### src/source/cache_geom_pkg.sv
package cache_geom_pkg;

  localparam int num_ways  = 4;
  localparam int way_bits  = 2;
  localparam int set_bits  = 6;
  localparam int num_sets  = 64;
  localparam int tag_bits  = 10;
  localparam int addr_bits = 16; // tag above set
  localparam int word_bits = 32;
  localparam int num_bytes = 4;
  localparam int code_bits = 39;
  localparam int rank_bits = 2;

  // indexed by hamming position, check bits at the powers of two
  typedef logic [code_bits:1] code_t;
  typedef logic [num_ways-1:0][rank_bits-1:0] rank_vec_t;
  typedef logic [num_ways-1:0] way_vec_t;

  function automatic code_t ecc_encode(input logic [word_bits-1:0] data);
    code_t code;
    int    d;
    logic  par;
    code = '0;
    d = 0;
    for (int p = 3; p < code_bits; p++) begin
      if ((p & (p - 1)) != 0) begin
        code[p] = data[d];
        d++;
      end
    end
    for (int c = 0; (1 << c) < code_bits; c++) begin
      par = 1'b0;
      for (int p = 1; p < code_bits; p++) begin
        if (((p >> c) & 1) != 0) par ^= code[p];
      end
      code[1 << c] = par;
    end
    code[code_bits] = ^code[code_bits-1:1]; // overall parity on top
    return code;
  endfunction

  // no correction, data bits only
  function automatic logic [word_bits-1:0] ecc_strip(input code_t code);
    return {code[38:33], code[31:17], code[15:9], code[7:5], code[3]};
  endfunction

endpackage

### src/source/tag_way.sv
`timescale 1ns/1ns

module tag_way (
  input  logic                                 clk,
  input  logic                                 rst,
  input  logic [cache_geom_pkg::set_bits-1:0]  rd_set,
  input  logic [cache_geom_pkg::tag_bits-1:0]  rd_tag,
  output logic                                 hit,
  input  logic                                 wr_en,
  input  logic [cache_geom_pkg::set_bits-1:0]  wr_set,
  input  logic [cache_geom_pkg::tag_bits-1:0]  wr_tag,
  input  logic                                 sweep_busy,
  input  logic [cache_geom_pkg::set_bits-1:0]  sweep_set
);

  typedef struct packed {
    logic                                valid;
    logic [cache_geom_pkg::tag_bits-1:0] tag;
  } tag_entry_t;

  tag_entry_t mem [cache_geom_pkg::num_sets];
  tag_entry_t entry;

  logic [cache_geom_pkg::set_bits-1:0] rd_set_q;
  logic [cache_geom_pkg::tag_bits-1:0] rd_tag_q; // compared with stored tag

  assign entry = mem[rd_set_q];
  assign hit   = entry.valid && (entry.tag == rd_tag_q);

  always_ff @(posedge clk) begin
    if (rst) begin
      rd_set_q <= '0;
      rd_tag_q <= '0;
    end else begin
      rd_set_q <= rd_set;
      rd_tag_q <= rd_tag;
    end
  end

  always_ff @(posedge clk) begin
    if (sweep_busy) begin
      mem[sweep_set] <= '0; // invalidate during init
    end else if (wr_en) begin
      mem[wr_set] <= '{valid: 1'b1, tag: wr_tag};
    end
  end

endmodule

### config.mk
export PLATFORM = sky130hd
export DESIGN_NAME = tag_way
export DESIGN_NICKNAME = d
export VERILOG_FILES = /design/src/source/cache_geom_pkg.sv /design/src/source/tag_way.sv
export SDC_FILE = /design/constraint.sdc
export NUM_CORES = 1
export LEC_CHECK = 0
export BUFFER_PORTS_ARGS = -buffer_cell sky130_fd_sc_hd__buf_2
export CORE_ASPECT_RATIO = 0.6
export CORE_UTILIZATION = 60
export DETAILED_ROUTE_END_ITERATION = 8
export MAX_ROUTING_LAYER = met4
export PLACE_DENSITY = 0.81
export SYNTH_ARGS = -nofsm -noshare
export SYNTH_HDL_FRONTEND = slang
export SYNTH_SLANG_ARGS = --single-unit
export TNS_END_PERCENT = 5
### constraint.sdc
create_clock -name clk -period 8.99 [get_ports clk]
set_clock_uncertainty 0.05 [all_clocks]
set_input_delay 0.4495 -clock clk [delete_from_list [all_inputs] [get_ports clk]]
set_output_delay 0.4495 -clock clk [all_outputs]
set_load 0.05 [all_outputs]
=== After elaboration in Yosys (flattened, before gate mapping) ===
Memory sizes are Yosys's and may differ from the RTL's. A register that Yosys moved wholly into a read port is not among the register bits.
Cells that the tools add are included.

* Bits in registers: 10
* Bits in writable memories: 704
* Input bits: 42
* Output and inout port bits: 1
* Memories: 1

{| class="wikitable"
|+ Memories
! memory !! words !! bits a word !! read ports !! clocked after memory_dff !! wr ports !! RTL line !! RTL
|-
| mem || 64 || 11 || 1 || 1 || 1 || tag_way.sv:21 || <nowiki>tag_entry_t mem [cache_geom_pkg::num_sets];</nowiki>
|}

* Equality and inequality tests: 1
* Muxes and demuxes: 9
* Reductions and logical operators: 2

{| class="wikitable"
|+ Operators with widths
! kind !! count
|-
| $mux W6 || 2
|-
| $mux W11 || 1
|-
| $reduce_or A11 Y1 || 1
|-
| $eq A10 B10 Y1 || 1
|-
| $mux W1 || 6
|-
| $logic_and A1 B1 Y1 || 1
|}

=== Depth between registers and ports, before layout ===
* Word-level depth: 5
* Mapped depth: 12
* Depth with buffers taken out: 8

=== Least setup slack after synthesis ===
OpenSTA, ideal clock, no wires.

* Path kind: flip-flop to output port
* Start point: register (tool-made name)
* End point: output hit
* Arrival: 3.289 ns
* Data required time: 8.491 ns
* Slack: 5.201 ns
* Stages on the path, launching flop included: 11
* Buffers on the path: 3
* Cell sequence: dfxtp_1 buf_2 buf_4 buf_2 mux4_2 a22oi_1 a31oi_1 a21o_1 xnor2_1 nand3_1 a2111oi_2

{| class="wikitable"
|+ RTL lines
! element !! RTL line !! RTL
|-
| to (decl) || tag_way.sv:8 || <nowiki>output logic hit,</nowiki>
|}

==> results.yml <==
logic_synthesis:
  yosys_warnings: 0
  synthMostInstantiatedCell: "sky130_fd_sc_hd__edfxtp_1"
  fraction_of_the_yosys_area_taken_by_sequential_cells_pct: 75.9
  synthXorXnorAreaFrac_pct: 0.433
  synth_enable_flop_cells: 704
  syn_area_mm2: 0.0283
  post_synth_inst_count: 1409
  synth-main-ff-cell: "sky130_fd_sc_hd__edfxtp_1"
  synth_fa_ha_area_share_pct: 0
  synth_mux_area_share_pct: 15.1
  largest_cells_by_area_after_synthesis: "sky130_fd_sc_hd__edfxtp_1 75%, sky130_fd_sc_hd__mux4_2 13%, sky130_fd_sc_hd__mux2i_1 2.5%"
  synthTopCellsByCount: "704 x sky130_fd_sc_hd__edfxtp_1, 157 x sky130_fd_sc_hd__mux4_2, 81 x sky130_fd_sc_hd__nand2_1, 80 x sky130_fd_sc_hd__nor2_1, 70 x sky130_fd_sc_hd__mux2i_1"
  netlist.area_leader.share_pct: 74.7
  synthesized_area_fraction_occupied_by_ao_oa_aoi_and_oai_cells_pct: 2.72
  synthArstFlopShare_pct: 0
  syn_nets: 1451
  synth.ff_latch_count: 720
  netlist.top_cell.by_area: "sky130_fd_sc_hd__edfxtp_1"
  dominant_combinational_cell_family_by_area_after_synthesis: "multiplexers"
  synth_cell_types: 58
  post_synth.cell_area_avg_um2: 20.1
  synth-simple-area-share_pct: 4.31
clock_tree:
  cts_num_sinks: 720
  htreeDepth: 2
  cts-root-buf: "sky130_fd_sc_hd__clkbuf_16"
  clk_transition_reported_paths_ns: 0.07
  cts_setup_buffers: 0
  cts_buffer_depth: 3
  post_cts.resized_instances: 0
  numCtsBuffers: 58
  cts_tree: "built"
global_route:
  first_global_vias: 14300
  met2_usage_pct: 43.1
  groute.usage.overall_pct: 31.5
  met3_usage_pct: 8.35
  maximum_number_of_pins_on_one_net_before_global_route_repair: 108
  grt_first_pass_wirelength_mm: 102
  antenna_found_initial: 0
  global_route_congestion_overflow_total: 0
  busiest_layer: "met1"
  global_route.usage.met1_pct: 48.6
routing:
  via_count_of_the_routed_design: 14900
  drt-wirelength-per-cell_um: 32.7
  overall_routed_net_length_mm: 70.9
  vias_per_cell: 6.85
  post-route-drc-count: 0
  first_pass_iteration_count_of_the_detailed_router: 6
  first_iter_violations: 2659
  drtAntennaViolNets: 0
floorplan:
  fp-row-count: 61
  die-area_mm2: 0.0480
  die_width_um: 282
  core_area_mm2: 0.0464
  floorplan.initialDensity_pct: 61.0
  pin_count: 43
  die_height_um: 170
sta:
  max_slew.worst_pin.slew_ns: 1.42
  relSlewSlack_pct: 4.71
  finalWorstPathRequiredPeriod_ns: 6.36
  slew_viol_final: 0
  timing.fmax_ghz: 0.157
  final.setup.tns_ns: 0
  finalSetupViolations: 0
  rsz_0062_raised_after_global_routing: "no"
  hold-worst-slack_ns: 0.00846
  timing.final.hold_violations: 0
  post-route-period-util_pct: 70.8
setup_path:
  worst-path-buf-inv: 2
  cp-end-kind: "output port"
  critical_path_most_common_cell: "sky130_fd_sc_hd__nand4_1"
  critical_path.max_fanout: 25
  critical-path-top-delay-family: "buffers and inverters"
  critPathKind: "reg2out"
  path_cells: "clkinv_1 -> nor2_1 -> nand4_1 -> nand4_1 -> xor2_1 -> a221oi_1 -> o211ai_1 -> a2111oi_2 -> buf_2"
  worstSetupStartpointType: "flip-flop"
  crit_required_ns: 8.49
  cp_slowest_cell: "sky130_fd_sc_hd__dfxtp_1"
  timing.critical_path.slowest_cell_delay_ns: 1.22
  cp.arrival_ns: 5.86
placed_design:
  placed_cells_incl_taps: 2060
  globalplace.congestion: 0.941
  hpwlAfterDp_mm: 43.3
  port_buffers: 42
  dpl_cell_area_mm2: 0.0293
power_and_ir_drop:
  peakVddDrop_mv: 0.151
  power_density_mw_per_mm2: 211
  static-leakage-power_nw: 8.46
  p_total_mw: 6.58
cells_and_area:
  antennaDiodeCount: 0
  design.final.nets: 1533
  post_route_cells_drive_above_1_share_pct: 23.5
  postLayoutCellArea_mm2: 0.0312
  syn2layout_area_growth_pct: 10.1
  final-instance-count-excl-fill: 2168
  final.fill_count: 2973
min_path:
  min_path_cells: 2
  min-delay-start: "rd_set[2]"
  timing.hold.worst.class: "in2reg"
flow_run:
  drv.max_cap_violation_count: 0
status:
  run_status: "finished clean"
==> worst max path at each step <==
stage / end / slack, ns / depth (start not counted)
final: hit / 2.63 / 9
after global routing: hit / 2.55 / 9
after CTS: hit / 2.91 / 9
after detailed placement: hit / 3.55 / 9
after global placement: hit / 3.55 / 9
after floorplan: hit / 5.20 / 10
==> cell usage in the layout (no fill, tap or decap), drive strengths merged, types with 9 or more instances in the layout <==
master / count
a22oi: 22
mux4: 157
buf: 90
edfxtp: 704
nand4: 10
clkbuf: 74
nand2b: 11
nand2: 81
nor2b: 22
nor2: 80
clkinv: 23
nand3: 26
o21ai: 14
inv: 9
and2: 15
dfxtp: 16
a221oi: 12
mux2i: 70
o211ai: 12
==> sequential cells by signal, summed over array words and instances, names as in the netlist, named ones only <==
signal    count
mem         704
rd_tag_q     10
==> through the flow <==
step	setup WS [ns]	utilization, %
floorplan	5.20	-
global placement	3.55	63.1
detailed placement	3.55	63.1
CTS	2.91	67.1
global route	2.55	67.1
finish	2.63	67.1
==> report_power, final <==
group          switching [mW]  leakage (nW)  internal (mW)
clock                    1.17         0.895           1.35
combinational           0.211          2.20          0.112
sequential             0.0317          5.36           3.71
total                    1.41          8.46           5.17
==> area by class of cell <==
type / instances / area (um2) / area share, %
clock buffers: 74 / 1570 / 5.04
clock inverters: 33 / 285 / 0.916
inverters: 9 / 33.8 / 0.108
multi-input cells: 611 / 6410 / 20.6
flip-flops and latches: 720 / 21500 / 68.9
well taps: 630 / 788 / 2.53
repair buffers: 91 / 593 / 1.90
==> layer usage <==
metal | vias up | share of wire, %
met3 | 132 | 15
li1 | 5924 | -
met4 | 0 | 1.9
met5 | - | 0
met2 | 1106 | 44
met1 | 7694 | 40
==> cells by family after synthesis <==
logic type	Yosys count
DFF	720
and+or+nand+nor	263
muxes	231
AOI/OAI and AO/OA	103
buffers and inverters	78
xor gates and xnor gates	14
==> timing repair <==
action                                  4_1_cts  5_1_grt
hold endpoints to repair                      1        0
endpoints found under the setup margin        0        0
hold buffers                                  1        0
No activity file was read; power rests on OpenSTA's default activity.
