<file path="config.mk">
export PLATFORM = sky130hd
export DESIGN_NAME = lru_state
export DESIGN_NICKNAME = d
export VERILOG_FILES = /design/src/source/cache_geom_pkg.sv /design/src/source/lru_state.sv
export SDC_FILE = /design/constraint.sdc
export NUM_CORES = 1
export LEC_CHECK = 0
export ABC_AREA = 1
export BUFFER_PORTS_ARGS = -buffer_cell sky130_fd_sc_hd__clkbuf_2
export CAP_MARGIN = 40
export CORE_AREA = 2 2 222 224
export CTS_BUF_LIST = sky130_fd_sc_hd__clkbuf_16
export CTS_CLUSTER_SIZE = 20
export DETAILED_ROUTE_END_ITERATION = 12
export DIE_AREA = 0 0 224 226
export GPL_TIMING_DRIVEN = 1
export PLACE_DENSITY = 0.67
export SLEW_MARGIN = 20
export SYNTH_ARGS = -nofsm -noshare
export SYNTH_HDL_FRONTEND = slang
export SYNTH_SLANG_ARGS = --single-unit
</file>
<file path="constraint.sdc">
create_clock -name clk -period 5.29 [get_ports clk]
set_input_delay 1.058 -clock clk [delete_from_list [all_inputs] [get_ports clk]]
set_output_delay 1.058 -clock clk [all_outputs]
set_load 0.02 [all_outputs]
</file>
<file path="src/source/cache_geom_pkg.sv">
package cache_geom_pkg;

  localparam int num_ways  = 4;
  localparam int way_bits  = 2;
  localparam int set_bits  = 6;
  localparam int num_sets  = 64;
  localparam int tag_bits  = 10;
  localparam int addr_bits = 16; // tag above set
  localparam int word_bits = 32;
  localparam int num_bytes = 4;
  localparam int code_bits = 39;
  localparam int rank_bits = 2;

  // indexed by hamming position, check bits at the powers of two
  typedef logic [code_bits:1] code_t;
  typedef logic [num_ways-1:0][rank_bits-1:0] rank_vec_t;
  typedef logic [num_ways-1:0] way_vec_t;

  function automatic code_t ecc_encode(input logic [word_bits-1:0] data);
    code_t code;
    int    d;
    logic  par;
    code = '0;
    d = 0;
    for (int p = 3; p < code_bits; p++) begin
      if ((p & (p - 1)) != 0) begin
        code[p] = data[d];
        d++;
      end
    end
    for (int c = 0; (1 << c) < code_bits; c++) begin
      par = 1'b0;
      for (int p = 1; p < code_bits; p++) begin
        if (((p >> c) & 1) != 0) par ^= code[p];
      end
      code[1 << c] = par;
    end
    code[code_bits] = ^code[code_bits-1:1]; // overall parity on top
    return code;
  endfunction

  // no correction, data bits only
  function automatic logic [word_bits-1:0] ecc_strip(input code_t code);
    return {code[38:33], code[31:17], code[15:9], code[7:5], code[3]};
  endfunction

endpackage

</file>
<file path="src/source/lru_state.sv">
`timescale 1ns/1ns

// per-set rank storage, rank 0 is most recent
module lru_state (
  input  logic                                 clk,
  input  logic                                 rst,
  input  logic [cache_geom_pkg::set_bits-1:0]  rd_set,
  output logic [cache_geom_pkg::way_bits-1:0]  victim,
  input  logic                                 touch_en,
  input  logic [cache_geom_pkg::way_bits-1:0]  touch_way,
  output logic                                 sweep_busy,
  output logic [cache_geom_pkg::set_bits-1:0]  sweep_set
);

  cache_geom_pkg::rank_vec_t mem [cache_geom_pkg::num_sets];
  cache_geom_pkg::rank_vec_t ranks;
  cache_geom_pkg::rank_vec_t next_ranks;
  cache_geom_pkg::rank_vec_t init_ranks;

  logic [cache_geom_pkg::set_bits-1:0] rd_set_q;

  assign ranks = mem[rd_set_q];

  always_comb begin
    for (int w = 0; w < cache_geom_pkg::num_ways; w++) begin
      init_ranks[w] = cache_geom_pkg::rank_bits'(w); // way w starts at rank w
    end
  end

  always_comb begin
    victim = '0;
    for (int w = 0; w < cache_geom_pkg::num_ways; w++) begin
      if (ranks[w] == cache_geom_pkg::rank_bits'(cache_geom_pkg::num_ways - 1)) begin
        victim = cache_geom_pkg::way_bits'(w);
      end
    end
  end

  // touched way goes to 0, younger ones age by one
  always_comb begin
    next_ranks = ranks;
    for (int w = 0; w < cache_geom_pkg::num_ways; w++) begin
      if (w == int'(touch_way)) begin
        next_ranks[w] = '0;
      end else if (ranks[w] < ranks[touch_way]) begin
        next_ranks[w] = ranks[w] + 1'b1;
      end
    end
  end

  always_ff @(posedge clk) begin
    if (rst) begin
      rd_set_q   <= '0;
      sweep_busy <= 1'b1;
      sweep_set  <= '0;
    end else begin
      rd_set_q <= rd_set;
      if (sweep_busy) begin
        sweep_set <= sweep_set + 1'b1;
        if (sweep_set == cache_geom_pkg::set_bits'(cache_geom_pkg::num_sets - 1)) begin
          sweep_busy <= 1'b0;
        end
      end
    end
  end

  always_ff @(posedge clk) begin
    if (sweep_busy) begin
      mem[sweep_set] <= init_ranks;
    end else if (touch_en) begin
      mem[rd_set_q] <= next_ranks;
    end
  end

endmodule

</file>
# Word-level counts from Yosys, hierarchy flattened
# Memory sizes are Yosys's and may differ from the RTL's. A register that Yosys moved wholly into a read port is not among the register bits.
# Cells that the tools add are included.
# classes
n_lt_le_gt_ge	5
reduce_logical	2
n_eq_ne	7
addsub	5
muxes	24
# ops
cell	n
2-to-1 mux 2 bit	11
2-to-1 mux 6 bit	2
2-to-1 mux 1 bit	9
adder 2 x 1 -> 2 bit, second input constant	4
< comparator 2 bit	4
2-to-1 mux 8 bit	1
OR reduction 8 bit	1
adder 6 x 1 -> 6 bit, second input constant	1
equality test 2 bit, second input constant	3
equality test 6 bit, second input constant	1
binary-select mux 2 bit (select 2 bit)	1
equality test 2 bit, first input constant	2
< comparator 2 x 3 -> 1 bit, second input constant	1
equality test 1 x 2 -> 1 bit, first input constant	1
logical NOT 2 bit	1
# totals
input_bits	11
ram_bits	512
wordCells	47
memories	1
output_inout_bits	9
ff_bits	13
# memory_table
memory	words	word_bits	rd	rd_clocked_by_memory_dff	wr	line	rtl
mem	64	8	1	1	1	lru_state.sv:15	cache_geom_pkg::rank_vec_t mem [cache_geom_pkg::num_sets];

# Logic depth before layout (Yosys ltp)
# depth
depth_word	6
depth_mapped	21
mapped_depth_nobuf	18

# Worst setup path before layout
# No wires, ideal clock.
# synth_timing
kind	reg2reg
startpoint	register rd_set_q[0] (netlist name)
endpoint	memory mem[0][1] (netlist bit) (data pin)
synth_period_minus_slack_ps	4566
arrival_time_ps	4066
path_buffers	3
slack_ps	724
stages_incl_launch_ff	18
path_cell_list	dfxtp_1 -> inv_2 -> buf_4 -> buf_4 -> clkbuf_1 -> o21ai_0 -> o22ai_1 -> o21ai_0 -> o22ai_1 -> o211ai_1 -> nand2_1 -> inv_1 -> o21ai_1 -> nor2_1 -> ha_1 -> nand3b_1 -> xor2_1 -> nor2_1
# synth_rtl
element	line
end: declaration	lru_state.sv:15

==> impl_metrics.py <==
metrics = {
    "sta": {
        "setup_violations": 0,
        "min_period_over_period": 0.8496,
        "slew_headroom": 0.4314,
        "rsz_0062_raised_after_global_routing": "no",
        "max_slew_violation_total_from_the_final_report": 0,
        "layout_setup_ws_ns": 0.7955,
        "final_period_minus_worst_setup_slack_ns": 4.495,
        "final.hold.worst_slack_ns": 0.5320,
        "tightest_slew_ns": 0.8504,
        "setup-tns-final_ns": 0,
        "clock.fmax_ghz": 0.2225,
        "clock_skews_ns": 0.01927,
        "final_hold_viol_count": 0,
    },
    "clocking": {
        "tritoncts": "yes",
        "clock_sink_count": 525,
        "worst_setup_hold_path_clk_slew_ns": 0.06,
        "cts.root.buffer_cell": "clkbuf_16",
        "cts_hold_repair.buffers": 0,
        "cts_repair_resizes": 0,
        "clock_insertion_delay_worst_skew_ns": 0.60,
        "cts_post_setup_buffers_inserted": 0,
        "cts_inserted_buffers": 52,
        "cts_htree_levels": 2,
        "clk_path_buf_depth": 3,
    },
    "synth": {
        "synth.distinct_cells": 28,
        "async_reset_ff_frac": 0,
        "synth_warnings": 0,
        "synth-edff-count": 512,
        "synth_top_cell_area_share": 0.7135,
        "syn-cell-area_um2": 21550,
        "post_syn_instances": 1830,
        "synth_sequential_area_ratio": 0.7255,
        "netlist_top_cells_count": "512 x edfxtp_1, 376 x nand2_1, 248 x nor2_1",
        "synth.net_count": 1849,
        "ys_flop_type": "edfxtp_1",
        "synth.largest_area_cell": "edfxtp_1",
        "synthTopCellsByArea": "edfxtp_1 71%, nand2_1 6.5%, nand3_1 5.4%",
        "ys_ff_latch": 525,
        "synthMostInstantiatedCell": "edfxtp_1",
        "postSynthAreaPerCell_um2": 11.78,
    },
    "routing": {
        "drt_pass1_iterations": 5,
        "drt_iter0_markers": 1474,
        "postRouteWirelength_um": 54260,
        "via_count": 14310,
        "antenna_left": 0,
        "post_drt_via_cell_ratio": 5.619,
        "post_drt_wl_per_cell_um": 21.30,
        "route.detailed.drc": 0,
    },
    "worst_hold_path": {
        "min_path_type": "reg2reg",
    },
    "cells_and_area": {
        "syn2layout_area_growth_pct": 13.41,
        "final_core_util": 0.5056,
        "stdcell_count": 2547,
        "stdcell_area_um2": 24440,
        "layout-drive-gt1-share": 0.1029,
        "insertedDiodeCount": 0,
        "finish.net_count": 1900,
    },
    "global_routing": {
        "antenna_violations_before_repair": 0,
        "globalRouteOverflowTotal": 0,
        "number_of_global_route_vias_before_repair": 13880,
        "grt_max_degree": 132,
        "grt_first_pass_wirelength_um": 82600,
        "track_usage": 0.2150,
    },
    "floorplan": {
        "fp.dieH_um": 226,
        "fp.dieArea_um2": 50620,
        "io_pins": 20,
        "fp.dieW_um": 224,
        "start_util": 0.4458,
        "rows": 81,
        "placeableCoreArea_um2": 48340,
    },
    "critical_path": {
        "cp_slowest_stage_delay_ns": 0.55,
        "criticalPathCategory": "reg2reg",
        "crit_path_start_kind": "register",
        "timing.critical_path.cells": "inv_6 > buf_4 > o21ai_0 > o22ai_1 > o21ai_0 > o211ai_1 > nand3_1 > nand2_1 > inv_2 > o22ai_1 > nor2_1 > ha_1 > nand3b_1 > nand2_1 > nor2_4 > buf_4",
        "critical_path_required_time_ns": 5.61,
        "critical_path.top_delay_family": "buffers and inverters",
        "crit_fanout": 75,
        "worstPathBufferInverterCount": 4,
        "worst_path_max_delay_cell": "buf_4",
        "worstSetupEndpointType": "register",
        "arrival_ns": 4.82,
    },
    "place": {
        "preCtsSetupSlack_ns": 0.8520,
        "placedInstanceArea_um2": 22720,
        "dp_hpwl_um": 32010,
        "gpl.final_weighted_congestion": 0.8641,
        "place_inst": 2447,
        "place.port_buffers": 19,
    },
    "flow_run": {
        "timing.max_cap.violations": 0,
    },
    "pwr": {
        "peak_supply_drop_v": 0.0002067,
        "power.density_cell_area_nw_per_um2": 359.0,
        "design_power_total_mw": 8.774,
        "p_leak_nw": 8.878,
    },
    "status": {
        "status": "finished clean",
    },
}
-- cells in the final DEF, fill, tap and decap left out, types with 13 or more instances in the layout --
cell type,netlist,routed
o22ai_1,68,68
nand3_1,231,231
inv_1,43,54
clkbuf_2,0,19
edfxtp_1,512,512
o21ai_0,155,155
o21ai_1,20,20
nand2_1,376,372
nor2_1,248,244
buf_4,18,77
clkinv_1,0,13
clkbuf_16,0,53
-- flip-flops by register name (all words and copies together), names as in the netlist --
name and count:
rd_set_q 6, sweep_busy 1, mem 512, sweep_set 6
-- area by class of cell --
| class | instances | area [um2] |
|---|---|---|
| clock buffers | 53 | 1326 |
| clock inverters | 45 | 379.1 |
| fillers | 4100 | 23900 |
| inverters | 47 | 182.7 |
| multi-input cells | 1148 | 5236 |
| flip-flops and latches | 525 | 15640 |
| well taps | 622 | 778.2 |
| repair buffers | 107 | 893.4 |
-- path summary, 6_finish.rpt --
| kind | start | endpoint | slack (ns) | cells after the start |
|---|---|---|---|---|
| worst max-delay path | rd_set_q[0] | mem[6][0] | 0.80 | 16 |
| worst min-delay path | sweep_set[2] | sweep_set[2] | 0.53 | 2 |
| worst max register to register | rd_set_q[0] | mem[6][0] | 0.80 | 16 |
| worst min register to register | sweep_set[2] | sweep_set[2] | 0.53 | 2 |
-- metal layers --
metal | GRT usage | share of wire | vias up
li1 | - | - | 6661
met1 | 0.2875 | 0.42 | 6970
met2 | 0.3462 | 0.47 | 567
met3 | 0.04359 | 0.080 | 114
met4 | 0.08559 | 0.031 | 0
met5 | 0 | 0 | -
-- worst min-delay path: stages, from the launching register on --
cell and delay, ns:
dfxtp_1 0.33, a21oi_1 0.11, nor2_1 0.05
-- logic make-up after synthesis --
| logic type | count (synthesis) | share of synthesized area |
|---|---|---|
| buf+inv | 157 | 0.03333 |
| simple gates | 871 | 0.1670 |
| fa+ha+maj | 8 | 0.004645 |
| xor+xnor | 1 | 0.0004065 |
| compound gates | 268 | 0.06909 |
| flops | 525 | 0.7255 |
-- where the power goes --
part           switching [mW]  total [mW]  internal [mW]  leakage (nW)
sequential            0.00974        4.53           4.52          5.02
combinational           0.388       0.550          0.162          2.97
clock                    1.55        3.70           2.15         0.885
total                    1.94        8.77           6.83          8.88
Power figures use the tool's default switching activity.
