<file path="config.mk">
export PLATFORM = sky130hd
export DESIGN_NAME = data_bank
export DESIGN_NICKNAME = d
export VERILOG_FILES = /design/src/source/cache_geom_pkg.sv /design/src/source/data_bank.sv
export SDC_FILE = /design/constraint.sdc
export NUM_CORES = 2
export LEC_CHECK = 0
export BUFFER_PORTS_ARGS = -buffer_cell sky130_fd_sc_hd__buf_4
export CORE_ASPECT_RATIO = 2
export CORE_UTILIZATION = 40
export DETAILED_ROUTE_END_ITERATION = 8
export SETUP_SLACK_MARGIN = 0.3
export SYNTH_ARGS = -nofsm -noshare
export SYNTH_HDL_FRONTEND = slang
export SYNTH_SLANG_ARGS = --single-unit
export TNS_END_PERCENT = 30
</file>
<file path="constraint.sdc">
create_clock -name clk -period 7.59 [get_ports clk]
set_clock_uncertainty 0.15 [all_clocks]
set_input_delay 0.3795 -clock clk [delete_from_list [all_inputs] [get_ports clk]]
set_output_delay 0.3795 -clock clk [all_outputs]
set_load 0.1 [all_outputs]
</file>
<file path="src/source/cache_geom_pkg.sv">
package cache_geom_pkg;

  localparam int num_ways  = 4;
  localparam int way_bits  = 2;
  localparam int set_bits  = 6;
  localparam int num_sets  = 64;
  localparam int tag_bits  = 10;
  localparam int addr_bits = 16; // tag above set
  localparam int word_bits = 32;
  localparam int num_bytes = 4;
  localparam int code_bits = 39;
  localparam int rank_bits = 2;

  // indexed by hamming position, check bits at the powers of two
  typedef logic [code_bits:1] code_t;
  typedef logic [num_ways-1:0][rank_bits-1:0] rank_vec_t;
  typedef logic [num_ways-1:0] way_vec_t;

  function automatic code_t ecc_encode(input logic [word_bits-1:0] data);
    code_t code;
    int    d;
    logic  par;
    code = '0;
    d = 0;
    for (int p = 3; p < code_bits; p++) begin
      if ((p & (p - 1)) != 0) begin
        code[p] = data[d];
        d++;
      end
    end
    for (int c = 0; (1 << c) < code_bits; c++) begin
      par = 1'b0;
      for (int p = 1; p < code_bits; p++) begin
        if (((p >> c) & 1) != 0) par ^= code[p];
      end
      code[1 << c] = par;
    end
    code[code_bits] = ^code[code_bits-1:1]; // overall parity on top
    return code;
  endfunction

  // no correction, data bits only
  function automatic logic [word_bits-1:0] ecc_strip(input code_t code);
    return {code[38:33], code[31:17], code[15:9], code[7:5], code[3]};
  endfunction

endpackage

</file>
<file path="src/source/data_bank.sv">
`timescale 1ns/1ns

// one way's codeword storage
module data_bank (
  input  logic                                 clk,
  input  logic                                 rst,
  input  logic [cache_geom_pkg::set_bits-1:0]  rd_set,
  output cache_geom_pkg::code_t                rd_code,
  input  logic                                 wr_en,
  input  logic [cache_geom_pkg::set_bits-1:0]  wr_set,
  input  cache_geom_pkg::code_t                wr_code
);

  cache_geom_pkg::code_t mem [cache_geom_pkg::num_sets];

  logic [cache_geom_pkg::set_bits-1:0] rd_set_q;

  // async read behind the address register, so a write shows up next cycle
  assign rd_code = mem[rd_set_q];

  always_ff @(posedge clk) begin
    if (rst) begin
      rd_set_q <= '0;
    end else begin
      rd_set_q <= rd_set;
    end
  end

  always_ff @(posedge clk) begin
    if (wr_en) begin
      mem[wr_set] <= wr_code;
    end
  end

endmodule

</file>
# Word level (Yosys, flattened, before mapping)
# Memories as Yosys holds them, arrays and structs flattened. A register that Yosys moved wholly into a read port is not among the register bits.
# Index checks and enable logic that the tools add are counted.
[classes]
muxes = 3
[ops]
columns = ["operator", "n"]
rows = [
  ["two-way mux 6 bit", 1],
  ["two-way mux 1 bit", 2],
]
[totals]
reg_bits = 0
ram_bits = 2496
input_bits = 54
mem_count = 1
[mem_list]
columns = ["name", "depth", "width", "read_ports", "rd_clocked_by_memory_dff", "wr", "line_no", "source"]
rows = [
  ["mem", 64, 39, 1, 1, 1, "data_bank.sv:14", "cache_geom_pkg::code_t mem [cache_geom_pkg::num_sets];"],
]

# Depth between registers and ports, before layout
[depth]
depth_word = 2
ltp_mapped = 9

# Worst setup path after synthesis
# OpenSTA, ideal clock, no wires.
[synth_path]
kind = "input port to flip-flop"
startpoint = "input wr_set[5] in the netlist's numbering"
endpoint = "memory mem[48][0] in the netlist's numbering, enable pin"
setup_ps = 484
t_arrival_ps = 3734
required_ps = 6956
setup_slack_ps = 3222
stages = 4
path_buffers = 1
path_cell_list = "clkbuf_1 nand3_1 or3_1 nor3_1"
[synth_lines]
columns = ["item", "line_no", "source"]
rows = [
  ["from (decl)", "data_bank.sv:10", "input logic [cache_geom_pkg::set_bits-1:0] wr_set,"],
  ["to (decl)", "data_bank.sv:14", ""],
]
# Straight into the memory's write port.

==> flow_summary.html <==
<table>
<tr><th>Metric</th><th>Value</th></tr>
<tr><th colspan="2">Outcome</th></tr>
<tr><td>Result of the run</td><td>completed</td></tr>
<tr><th colspan="2">Power</th></tr>
<tr><td>Net switching fraction of the power</td><td>0.221</td></tr>
<tr><td>Power, Total</td><td>27.6 mW</td></tr>
<tr><td>Flop pwr share</td><td>0.556</td></tr>
<tr><td>Logic gate share of total power</td><td>0.062</td></tr>
<tr><td>Leakage component of the power</td><td>31.7 nW</td></tr>
<tr><td>Peak VDD IR</td><td>0.204 mV</td></tr>
<tr><td>Power density over cell area</td><td>259 mW/mm²</td></tr>
<tr><td>Internal portion of total power</td><td>21.5 mW</td></tr>
<tr><td>Switching power</td><td>6.08 mW</td></tr>
<tr><td>Part of the power in the clock network</td><td>0.383</td></tr>
<tr><th colspan="2">Final layout</th></tr>
<tr><td>Final-stage net count</td><td>4388</td></tr>
<tr><td>Growth of design area from synthesis to finish</td><td>12.6%</td></tr>
<tr><td>Finished Cell Area</td><td>0.107 mm²</td></tr>
<tr><td>Layout cells sized above 1</td><td>0.270</td></tr>
<tr><td>Leading cell type in the layout, fill and taps excluded</td><td>sky130_fd_sc_hd__edfxtp_1</td></tr>
<tr><td>Final-layout fill cell count</td><td>19355</td></tr>
<tr><td>Largest registers</td><td>mem: 2496 flops</td></tr>
<tr><td>Register with the most flip-flops</td><td>mem</td></tr>
<tr><td>Highest-count cells in the layout ignoring fill and taps</td><td>2496 x sky130_fd_sc_hd__edfxtp_1, 600 x sky130_fd_sc_hd__mux4_2, 216 x sky130_fd_sc_hd__buf_4, 206 x sky130_fd_sc_hd__clkbuf_16, 163 x sky130_fd_sc_hd__o22ai_1</td></tr>
<tr><td>Finished Core Util</td><td>0.453</td></tr>
<tr><td>Number of flip-flops under the largest register name</td><td>2496</td></tr>
<tr><th colspan="2">Clocking</th></tr>
<tr><td>Register clock-pin slew on the reported worst setup and hold paths</td><td>0.07 ns</td></tr>
<tr><td>Root Driver</td><td>sky130_fd_sc_hd__clkbuf_16</td></tr>
<tr><td>Count of cells resized by post-cts repair</td><td>0</td></tr>
<tr><td>Count of buffers added by post-CTS timing repair for setup</td><td>0</td></tr>
<tr><td>Number of clock sinks seen by CTS</td><td>2502</td></tr>
<tr><td>Max clock buf depth</td><td>4</td></tr>
<tr><td>Number of H-tree levels</td><td>4</td></tr>
<tr><td>Number of buffers inserted during clock tree synthesis</td><td>204</td></tr>
<tr><td>Clock tree from TritonCTS</td><td>yes</td></tr>
<tr><td>Hold-fix buffers, CTS</td><td>50</td></tr>
<tr><th colspan="2">STA</th></tr>
<tr><td>Worst rel slew slack</td><td>0.0636</td></tr>
<tr><td>Final worst path period need</td><td>5.70 ns</td></tr>
<tr><td>Setup TNS</td><td>0 ns</td></tr>
<tr><td>Max Freq</td><td>176 MHz</td></tr>
<tr><td>Post-route clock period utilization</td><td>0.751</td></tr>
<tr><td>Unrepaired setup endpoints after global routing</td><td>false</td></tr>
<tr><td>Final setup violation count</td><td>0</td></tr>
<tr><td>Max Transition Viols Final</td><td>0</td></tr>
<tr><td>Hold Worst Slack</td><td>0.112 ns</td></tr>
<tr><td>Hold Violations, Final</td><td>0</td></tr>
<tr><td>Transition time at the pin with the least slew margin</td><td>1.39 ns</td></tr>
<tr><th colspan="2">Min path</th></tr>
<tr><td>Path category of the worst min-delay check</td><td>primary input to flop</td></tr>
<tr><td>Cell depth of the worst min-delay path</td><td>4</td></tr>
<tr><td>End point of the worst hold path</td><td>mem[53][11]</td></tr>
<tr><td>Critical hold path startpoint</td><td>wr_set[3]</td></tr>
<tr><th colspan="2">Placed design</th></tr>
<tr><td>Count of buffers from port buffering</td><td>92</td></tr>
<tr><td>Final weighted congestion in routability-driven placement</td><td>0.836</td></tr>
<tr><td>DP HPWL</td><td>159000 µm</td></tr>
<tr><td>Instance area at placement</td><td>0.0996 mm²</td></tr>
<tr><th colspan="2">Run</th></tr>
<tr><td>Count of max-cap constraint violations</td><td>0</td></tr>
<tr><th colspan="2">Routing</th></tr>
<tr><td>Vias per inst</td><td>6.10</td></tr>
<tr><td>DRC viols</td><td>0</td></tr>
<tr><td>Drt pass-1 iters</td><td>6</td></tr>
<tr><td>Vias post-DR</td><td>46062</td></tr>
<tr><td>Violation count after the first detailed-routing iteration</td><td>5084</td></tr>
<tr><td>Post-Route WL</td><td>274000 µm</td></tr>
<tr><td>Wirelength per Cell</td><td>36.3 µm</td></tr>
<tr><td>Number of routed nets with antenna violations</td><td>0</td></tr>
<tr><th colspan="2">Global route</th></tr>
<tr><td>All-layer global routing usage</td><td>0.228</td></tr>
<tr><td>First-pass GRT wire length</td><td>375000 µm</td></tr>
<tr><td>Via count of the first global-routing pass</td><td>46737</td></tr>
<tr><td>Largest net degree at the start of global routing</td><td>132</td></tr>
<tr><td>Leftover overflow at the end of global routing</td><td>0</td></tr>
<tr><td>Initial antenna violation count</td><td>20</td></tr>
<tr><th colspan="2">Critical path</th></tr>
<tr><td>Kind of critical path</td><td>flop to primary output</td></tr>
<tr><td>Crit. End Element</td><td>primary output</td></tr>
<tr><td>Largest fanout of any net on the critical path</td><td>36</td></tr>
<tr><td>Data required, critical path</td><td>7.06 ns</td></tr>
<tr><td>CP arrival</td><td>5.17 ns</td></tr>
<tr><td>Launching element type of the critical path</td><td>flop</td></tr>
<tr><th colspan="2">Floorplan</th></tr>
<tr><td>Die span in y</td><td>690 µm</td></tr>
<tr><td>Starting density of the core</td><td>0.402</td></tr>
<tr><td>Core area</td><td>0.235 mm²</td></tr>
<tr><td>Die Span X</td><td>346 µm</td></tr>
<tr><td>Total I/O pin count</td><td>93</td></tr>
<tr><td>Die area</td><td>0.239 mm²</td></tr>
<tr><td>Row count</td><td>252</td></tr>
<tr><th colspan="2">Synth</th></tr>
<tr><td>Synth Net Count</td><td>4133</td></tr>
<tr><td>Share of the yosys chip area belonging to registers</td><td>0.793</td></tr>
<tr><td>Distinct cells, synth</td><td>39</td></tr>
<tr><td>Flops &amp; latches, synth</td><td>2502</td></tr>
<tr><td>Synthesis Warnings</td><td>0</td></tr>
<tr><td>Post-Syn Area per Cell</td><td>23.2 µm²</td></tr>
<tr><td>Post-synthesis cell count</td><td>4079</td></tr>
<tr><td>Area of the mapped netlist</td><td>0.0947 mm²</td></tr>
</table>
## cell type report
type,count,area [µm²],area share
multi-input combinational,1349,18900,0.177
clock inverter,107,1070,0.0100
timing repair buffer,277,2330,0.0218
sequential,2502,75100,0.705
antenna,15,37.5,0.000352
tap,3048,3810,0.0358
clock buffer,252,5330,0.0500
## layer usage
layer / global-route usage / wire length (µm)
met5: 0 / 24
met4: 0.118 / 15700
met3: 0.0311 / 17800
met2: 0.417 / 147000
met1: 0.258 / 93700
## power groups by stage
stage	Combinational, mW	Sequential, mW	Clock (mW)
6_report	1.70	15.3	10.6
5_1_grt	1.76	15.3	11.1
4_1_cts	1.71	15.3	10.7
3_5_place_dp	1.68	15.6	0
3_3_place_gp	1.67	15.6	0
2_1_floorplan	0.972	15.6	0
## logic make-up after synthesis
| logic type | share of synthesized area |
|---|---|
| AND/OR/NAND/NOR | 0.0173 |
| AO/OA/AOI/OAI | 0.0270 |
| buffers and inverters | 0.0132 |
| multiplexers | 0.150 |
| flip-flops | 0.793 |
## worst max path at each step
stage / cells after the start / slack, ns / endpoint
after floorplan: 4 / 3.22 / mem[48][0]
after global placement: 7 / 2.61 / rd_code[19]
after detailed placement: 7 / 2.58 / rd_code[19]
after CTS: 7 / 1.61 / rd_code[19]
after global routing: 6 / 1.85 / rd_code[1]
final: 7 / 1.89 / rd_code[3]
## stage by stage
stage	cells	setup WS [ns]
floorplan	4079	3.22
finish	7550	1.89
global placement	7125	2.61
global route	7540	1.85
CTS	7534	1.61
detailed placement	7125	2.58
## worst max-delay path, cell delays in order, from the launching register on
cell and delay (ns):
sky130_fd_sc_hd__dfxtp_4 0.74, sky130_fd_sc_hd__buf_4 0.57, sky130_fd_sc_hd__or3_1 0.55, sky130_fd_sc_hd__buf_4 0.33, sky130_fd_sc_hd__o22ai_1 0.12, sky130_fd_sc_hd__nor4_1 1.18
sky130_fd_sc_hd__o22a_1 0.34, sky130_fd_sc_hd__buf_4 0.33
## cells in the mapped netlist
cell type	count	area share
sky130_fd_sc_hd__buf_4	49	0.0039
sky130_fd_sc_hd__mux2_2	8	0.00095
sky130_fd_sc_hd__or3b_2	1	0.000093
sky130_fd_sc_hd__o21ai_0	4	0.00021
sky130_fd_sc_hd__nand2_1	32	0.0013
sky130_fd_sc_hd__o21ai_1	7	0.00037
sky130_fd_sc_hd__nor4_1	28	0.0019
sky130_fd_sc_hd__buf_6	16	0.0019
sky130_fd_sc_hd__buf_2	65	0.0034
sky130_fd_sc_hd__dfxtp_1	6	0.0013
sky130_fd_sc_hd__clkbuf_1	75	0.0030
sky130_fd_sc_hd__nand3_1	36	0.0019
sky130_fd_sc_hd__nand3b_1	2	0.00016
sky130_fd_sc_hd__nand2b_1	12	0.00079
sky130_fd_sc_hd__and2_1	3	0.00020
sky130_fd_sc_hd__a21oi_1	11	0.00058
sky130_fd_sc_hd__or2_2	6	0.00040
sky130_fd_sc_hd__clkbuf_4	1	0.000079
sky130_fd_sc_hd__o221ai_1	37	0.0034
sky130_fd_sc_hd__and2b_1	1	0.000079
sky130_fd_sc_hd__nor2_2	1	0.000066
sky130_fd_sc_hd__nor2_1	96	0.0038
sky130_fd_sc_hd__a31oi_1	12	0.00079
sky130_fd_sc_hd__nor3_1	30	0.0016
sky130_fd_sc_hd__nor2b_1	56	0.0037
sky130_fd_sc_hd__or3_1	3	0.00020
sky130_fd_sc_hd__o22a_1	28	0.0026
sky130_fd_sc_hd__o211a_1	5	0.00053
sky130_fd_sc_hd__nand4_1	8	0.00053
sky130_fd_sc_hd__edfxtp_1	2496	0.79
sky130_fd_sc_hd__o22ai_1	163	0.011
sky130_fd_sc_hd__nand2_2	1	0.000066
sky130_fd_sc_hd__clkbuf_2	1	0.000053
sky130_fd_sc_hd__mux2i_1	55	0.0058
sky130_fd_sc_hd__a22oi_1	47	0.0037
sky130_fd_sc_hd__a211oi_1	50	0.0040
sky130_fd_sc_hd__mux4_2	600	0.14
sky130_fd_sc_hd__and4_1	6	0.00056
sky130_fd_sc_hd__buf_1	21	0.00083
Power figures use the tool's default switching activity.
