$ cat config.mk
export PLATFORM = sky130hd
export DESIGN_NAME = ecc_word_merge
export DESIGN_NICKNAME = d
export VERILOG_FILES = /design/src/source/cache_geom_pkg.sv /design/src/source/ecc_word_merge.sv
export SDC_FILE = /design/constraint.sdc
export NUM_CORES = 1
export LEC_CHECK = 0
export ABC_AREA = 1
export ABC_CLOCK_PERIOD_IN_PS = 2800
export BUFFER_PORTS_ARGS = -buffer_cell sky130_fd_sc_hd__buf_2
export CORE_UTILIZATION = 50
export DETAILED_ROUTE_END_ITERATION = 6
export GPL_ROUTABILITY_DRIVEN = 0
export GPL_TIMING_DRIVEN = 0
export PLACE_DENSITY_LB_ADDON = 0.25
export SLEW_MARGIN = 5
export SYNTH_ARGS = -nofsm -noshare
export SYNTH_HDL_FRONTEND = slang
export SYNTH_SLANG_ARGS = --single-unit
$ cat constraint.sdc
create_clock -name vclk -period 2.8
set_input_delay 0.56 -clock vclk [all_inputs]
set_output_delay 0.56 -clock vclk [all_outputs]
set_load 0.03 [all_outputs]
$ cat src/source/cache_geom_pkg.sv
package cache_geom_pkg;

  localparam int num_ways  = 4;
  localparam int way_bits  = 2;
  localparam int set_bits  = 6;
  localparam int num_sets  = 64;
  localparam int tag_bits  = 10;
  localparam int addr_bits = 16; // tag above set
  localparam int word_bits = 32;
  localparam int num_bytes = 4;
  localparam int code_bits = 39;
  localparam int rank_bits = 2;

  // indexed by hamming position, check bits at the powers of two
  typedef logic [code_bits:1] code_t;
  typedef logic [num_ways-1:0][rank_bits-1:0] rank_vec_t;
  typedef logic [num_ways-1:0] way_vec_t;

  function automatic code_t ecc_encode(input logic [word_bits-1:0] data);
    code_t code;
    int    d;
    logic  par;
    code = '0;
    d = 0;
    for (int p = 3; p < code_bits; p++) begin
      if ((p & (p - 1)) != 0) begin
        code[p] = data[d];
        d++;
      end
    end
    for (int c = 0; (1 << c) < code_bits; c++) begin
      par = 1'b0;
      for (int p = 1; p < code_bits; p++) begin
        if (((p >> c) & 1) != 0) par ^= code[p];
      end
      code[1 << c] = par;
    end
    code[code_bits] = ^code[code_bits-1:1]; // overall parity on top
    return code;
  endfunction

  // no correction, data bits only
  function automatic logic [word_bits-1:0] ecc_strip(input code_t code);
    return {code[38:33], code[31:17], code[15:9], code[7:5], code[3]};
  endfunction

endpackage

$ cat src/source/ecc_word_merge.sv
`timescale 1ns/1ns

// read-modify-write combine for one way
module ecc_word_merge (
  input  cache_geom_pkg::code_t                 old_code,
  input  logic [cache_geom_pkg::word_bits-1:0]  new_word,
  input  logic [cache_geom_pkg::num_bytes-1:0]  ben,
  output cache_geom_pkg::code_t                 merged_code
);

  logic [cache_geom_pkg::word_bits-1:0] old_word;
  logic [cache_geom_pkg::word_bits-1:0] merged;

  assign old_word = cache_geom_pkg::ecc_strip(old_code);

  always_comb begin
    for (int b = 0; b < cache_geom_pkg::num_bytes; b++) begin
      if (ben[b]) begin
        merged[8*b +: 8] = new_word[8*b +: 8];
      end else begin
        merged[8*b +: 8] = old_word[8*b +: 8];
      end
    end
  end

  assign merged_code = cache_geom_pkg::ecc_encode(merged); // fresh check bits

endmodule

**Yosys cells after proc, flatten, opt, wreduce, memory -nomap -nowiden**

Index checks and enable logic that the tools add are counted.

- Muxes and demuxes: 4
- Bitwise operators: 84
- Reductions and logical operators: 1

Operators by type and width:

| operator | count |
|---|---|
| 1-bit bitwise XOR | 84 |
| 38-bit parity | 1 |
| 8-bit 2-to-1 mux | 4 |

- Register bits: 0

**Depth between registers and ports, before layout**

Gate-level depths: netlist (run 1).

- Depth in word-level cells: 19
- Depth in mapped cells: 24
- Gate-level depth less buffers: 23

**Worst setup path before layout (run 1)**

Ideal clock, no wire load.

- Path type: input to output
- Start: input port ben[0] (netlist name)
- End: output port merged_code[38]
- Data arrival time: 2,695 ps
- Setup slack: -455 ps
- Cell stages on the path: 18
- Path buffers: 1
- Cells stage by stage: buf_6 o21ai_1 nand2_1 nand2_1 nand2_1 nand2_1 nand3_1 nand2_1 nand2_1 nand2_1 nand2_1 nand2_1 nand2_1 nand2_1 nand2_1 nand2_1 nand3_1 nand2_1

- Elaborated cells on any way between the ends: 67
- Those cells by class: mux (1); bitwise (65); reduce/logical (1)

RTL lines:

| what | RTL line | RTL |
|---|---|---|
| start, declared | ecc_word_merge.sv:7 | `input logic [cache_geom_pkg::num_bytes-1:0] ben,` |
| 8-bit 2-to-1 mux | ecc_word_merge.sv:18 | `if (ben[b]) begin` |
| via merged_code[9] | ecc_word_merge.sv:8 | `output cache_geom_pkg::code_t merged_code` |
| 1-bit bitwise XOR (15 in series) | cache_geom_pkg.sv:34 | `if (((p >> c) & 1) != 0) par ^= code[p];` |
| via merged_code[1] | ecc_word_merge.sv:8 |  |
| 38-bit parity | cache_geom_pkg.sv:38 | `code[code_bits] = ^code[code_bits-1:1];` |
| end, declared | ecc_word_merge.sv:8 |  |

The timed path passes the listed nets, and every way through them passes these cells.

**Worst setup path in the final report (run 1)**

- Start: input port ben[3] (netlist name)
- End: output port merged_code[38]

- Longest elaborated chain between the ends: 7
- Elaborated cells on any way between the ends: 25
- Those cells by class: mux (1); bitwise (23); reduce/logical (1)

RTL lines:

| what | RTL line |
|---|---|
| 8-bit 2-to-1 mux (*) | ecc_word_merge.sv:18 |
| 1-bit bitwise XOR (5 in series) | cache_geom_pkg.sv:34 |
| 38-bit parity (*) | cache_geom_pkg.sv:38 |

Mark *: on every way between the ends. The rest lies on a longest branch, timed or not.

==> results of run 1 <==
==> final cells by class <==
type	instances	share of cell area [%]
plain buffers	10	4.19
inverters	80	8.50
multi-input cells	425	65.1
well taps	52	1.67
repair buffers	128	20.6
==> critical path: cells and delay by family <==
kind                   cells  cell delay, ns
buffers and inverters      8            0.71
AND/OR/NAND/NOR           18            1.46
==> synth_stat cells <==
library cell    n  area share [%]
nand2_1       317              50
inv_1          70              11
nand3_1        28             5.9
nand2_2        27             7.1
o21ai_2        12             4.4
buf_6           6             2.8
inv_2           6            0.95
xnor2_1         6             2.2
xor2_1          6             2.2
nand3b_1        4             1.3
nor2_1          4            0.63
o21ai_1         4            0.84
nand2_4         3             1.4
nand3_2         3             1.3
nand4_1         3            0.79
o21ai_0         3            0.63
xor2_2          3             2.0
buf_4           2            0.63
inv_4           2            0.53
buf_12          1            0.84
buf_8           1            0.63
clkinv_1        1            0.16
inv_6           1            0.37
nand3_4         1            0.74
o21ai_4         1            0.68
==> routing by layer <==
metal,track usage (%),vias up
li1,-,1792
met1,33.7,1769
met2,52.8,356
met3,1.99,107
met4,8.67,0
met5,0,-
==> timing repair <==
action / in CTS / in global routing
setup buffers: 7 / 12
pin swaps: 20 / 60
cloned: 2 / 3
endpoints found under the hold margin: 0 / 0
setup endpoints to repair: 1 / 3
resized for setup: 45 / 105
==> power breakdown <==
part	leakage (nW)	switching, mW	internal (mW)
combinational	2.41	0.943	0.518
sequential	0	0	0
clock	0	0	0
==> cells by family after synthesis <==
kind of cell	count (synthesis)	share of synthesized area, %
compound gates	20	6.57
xor+xnor	15	6.46
buf+inv	90	18.0
simple gates	390	69.0
==> layout by cell type, fill, tap and decap left out, types with 3 or more instances in the layout <==
cell | Yosys | final
nand3_4 | 1 | 3
nand4_1 | 3 | 3
xor2_1 | 6 | 3
buf_12 | 1 | 4
nand2_1 | 317 | 227
buf_6 | 6 | 7
nand3_1 | 28 | 13
nand2_4 | 3 | 24
o21ai_4 | 1 | 12
xor2_2 | 3 | 6
clkbuf_16 | 0 | 3
o21ai_2 | 12 | 6
inv_2 | 6 | 7
xnor2_1 | 6 | 4
buf_4 | 2 | 18
buf_8 | 1 | 4
nand2_2 | 27 | 96
nand3_2 | 3 | 16
buf_2 | 0 | 101
inv_1 | 70 | 67
nand3b_1 | 4 | 4
==> through the flow <==
stage          cells  setup TNS, ns  cell area (um2)  power (mW)
2_1_floorplan    515        -0.0382             2540       0.836
3_3_place_gp     671         -0.293             3130        1.05
3_5_place_dp     671         -0.345             3130        1.07
4_1_cts          680         -0.145             3350        1.19
5_1_grt          695          -1.09             3890        1.54
6_report         695         -0.958             3890        1.46
==> worst max path at each step <==
stage | start | end | slack (ns) | depth (start not counted)
after detailed placement | ben[3] | merged_code[38] | -0.34 | 19
after CTS | ben[1] | merged_code[38] | -0.15 | 22
after floorplan | ben[1] | merged_code[38] | -0.04 | 18
after global routing | new_word[28] | merged_code[38] | -0.57 | 21
final | ben[3] | merged_code[38] | -0.50 | 26
after global placement | ben[3] | merged_code[38] | -0.29 | 20
==> impl_metrics.toml, run 1 <==
[grt]
grt_max_degree = 11
grt_pass1_wl_mm = 11.9
overflow = 0
antenna_found_initial = 0
first_global_vias = 2978
track_usage_pct = 28.0

[yosys]
syn_area_per_cell_um2 = 4.63
netlist_area_um2 = 2380
ys_warn_count = 0
yosysSeqAreaShare_pct = 0
synth_cell_types = 25
syn_nets = 590
synthCells = 515

[finish]
antennaDiodeCount = 0
utilization_pct = 86.9
area_growth_pct = 63.1
num-clock-buffers = 0
n_fill_cell = 244
multi_input_area_um2 = 2530
drive_gt1_share_pct = 49.3
layout.nets = 720
seq_cells = 0
seqCellArea_um2 = 0

[sta]
slew_violations = 0
worst_pin_slew_ns = 0.304
fmax_mhz = 303
period_needed_ns = 3.30
layout_setup_ws_ns = -0.504
slew_headroom_pct = 79.6
fin_crit_sh_pct = 118
hold_viol_final = 0
rsz0062_at_grt = "yes"
setup_viol = 3
worst_hold_slack_ns = 1.51

[worst_hold_path]
holdPathStages = 3
worstHoldStart = "ben[1]"
min_path_type = "input pin to output port"
worstHoldEndpoint = "merged_code[12]"

[routing]
drc = 8
drt-wirelength-per-cell_um = 15.8
wl_met3_mm = 1.32
met2_wirelength_mm = 5.21
ant_nets = 0
top_layer = "met4"
firstDrtPassIters = 7
vias_per_cell = 5.79
drt_iter0_drc = 466
num_vias = 4024
wl_met1_mm = 3.63
totalWireLength_mm = 11.0

[job]
cap_violations = 0

[placed_design]
dp_slack_ns = -0.345
portBuffers = 104
dp_hpwl_mm = 5.67

[setup_path]
crit_path_max_fanout = 5
critPathMaxStageDelay_ns = 0.14
critPathKind = "input pin to output port"
start_kind = "input pin"
critPathRequiredTime_ns = 2.24
slowest_stage = "buf_6"
path_common_cell = "nand2_1"
crit_arrival_ns = 2.74
cp-end-kind = "output port"

[die]
fp.coreArea_um2 = 4470
num_io_pins = 114
die_area_um2 = 5040
die_height_um = 71.0
start_util_pct = 53.2
rows = 24
die_w_um = 71.0

[pwr]
peakVddDrop_uv = 380
power.leakage_nw = 2.41
power.density_nw_per_um2 = 376

[run_status]
failed_checks = "DRC, setup timing"
status = "complete, but fails checks"

[clock_network]
hold_buffers = 0
Note: power is estimated with default switching activity, not from simulation.
==> run 2: changes to the inputs <==
- ABC_CLOCK_PERIOD_IN_PS: 2800 -> 3800
- clock period: 2.8 -> 3.8 ns (I/O delays scaled with it)
==> run 2 against run 1 <==
Global-route usage down 3.0 points. Hold slack improved by 0.40 ns. Largest power group unchanged. Power decreased by 50%. Critical path depth down 7. Combinational power fell by 50%. Via count shrank 21%. Flip-flop and latch count unchanged. Largest cell class unchanged. Routed wire length decreased by 41%. The run ends with DRC left. Sequential share of layout area unchanged. Utilization down 21 points.
==> impl_metrics.toml, run 2 (synthesis results as in run 1) <==
[finish]
layout.nets = 696
antennaDiodeCount = 0
mostFrequentLayoutCells = "nand2_1 (317), buf_2 (104), inv_1 (70)"
seqCellArea_um2 = 0
final_common_cell = "nand2_1"
area_growth_pct = 24.6
seq_cells = 0
multi_input_area_um2 = 1950
num-clock-buffers = 0
n_fill_cell = 452
utilization_pct = 66.3
drive_gt1_share_pct = 27.9
stdcell_area_um2 = 2970

[grt]
track_usage_pct = 25.0
grt_pass1_wl_mm = 10.7
grt_max_degree = 11
antenna_found_initial = 0
first_global_vias = 2564
overflow = 0

[routing]
drc = 15
ant_nets = 0
drt_iter0_drc = 135
drt-wirelength-per-cell_um = 9.62
vias_per_cell = 4.74
totalWireLength_mm = 6.46
firstDrtPassIters = 6
num_vias = 3180

[sta]
tns_ns = 0
layout_setup_ws_ns = 0.261
setup_viol = 0
rsz0062_at_grt = "no"
hold_viol_final = 0
slew_violations = 0
worst_pin_slew_ns = 0.351
fin_crit_sh_pct = 93.1
period_needed_ns = 3.54
slew_headroom_pct = 76.3
fmax_mhz = 283

[die]
start_util_pct = 53.2
num_io_pins = 114
die_height_um = 71.0
fp.coreArea_um2 = 4470
die_area_um2 = 5040
rows = 24
die_w_um = 71.0

[setup_path]
cp-end-kind = "output port"
crit_path_max_fanout = 10
crit_arrival_ns = 2.78
start_kind = "input pin"
critical_path.startpoint = "ben[3]"
critPathRequiredTime_ns = 3.04
critPathKind = "input pin to output port"

[worst_hold_path]
min_path_type = "input pin to output port"
worstHoldEndpoint = "merged_code[32]"
worstHoldStart = "old_code[32]"
holdPathStages = 4

[pwr]
fin_total_pwr_uw = 736
peakVddDrop_uv = 162
power.leakage_nw = 2.10
power.density_nw_per_um2 = 248

[job]
cap_violations = 0

[clock_network]
cts_setup_buffers = 0
cts_repair_resize_count = 0
hold_buffers = 0

[placed_design]
dp_slack_ns = 0.288
dp_hpwl_mm = 5.63
portBuffers = 104
dpl-instance-area_um2 = 2970

[run_status]
failed_checks = "DRC"
status = "complete, but fails checks"
run 2: cell types whose count changed in the layout (fill, tap and decap cells not counted), sizes merged:
cell / previous run / this run
buf: 135 / 114
clkinv: 2 / 1
inv: 78 / 79
clkbuf: 3 / 0
run 2: area by class of cell:
class                           count  area share [%]
Tap cell                           52            2.19
Buffer                             10            3.96
Inverter                           80            10.5
Multi-Input combinational cell    425            65.9
Timing Repair Buffer              104            17.5
run 2: worst max-delay path by stage:
stage / slack (ns) / end
after floorplan: 0.14 / merged_code[38]
after global placement: 0.31 / merged_code[38]
after detailed placement: 0.29 / merged_code[38]
after CTS: 0.28 / merged_code[38]
after global routing: 0.02 / merged_code[38]
final: 0.26 / merged_code[38]
run 2: per-stage QoR:
step / cells / hold WS [ns]
2_1_floorplan: 515 / 1.68
3_3_place_gp: 671 / 1.91
3_5_place_dp: 671 / 1.91
4_1_cts: 671 / 1.91
5_1_grt: 671 / 1.94
6_report: 671 / 1.91
run 2: critical path, cell delays in order:
cell and delay, ns:
buf_2 0.13, buf_4 0.16, o21ai_0 0.28, nand2_1 0.09
nand2_1 0.13, xor2_1 0.21, nand2_1 0.10, nand2_1 0.07
nand2_1 0.06, nand2_1 0.06, nand2_1 0.06, nand2_1 0.09
nand2_1 0.05, nand2_1 0.10, nand2_1 0.08, nand2_1 0.07
nand2_1 0.04, nand2_1 0.05, buf_2 0.19
run 2: where the power goes:
| group | internal, mW | total [mW] | switching, mW |
|---|---|---|---|
| clock network | 0 | 0 | 0 |
| registers | 0 | 0 | 0 |
| logic | 0.243 | 0.736 | 0.493 |
| total | 0.243 | 0.736 | 0.493 |
run 2: layer usage:
layer | vias up | share of wire (%) | global-route usage [%]
li1 | 1739 | - | -
met1 | 1363 | 47 | 33.5
met2 | 74 | 49 | 46.9
met3 | 4 | 3.8 | 0.285
met4 | 0 | 0.59 | 1.33
met5 | - | 0 | 0
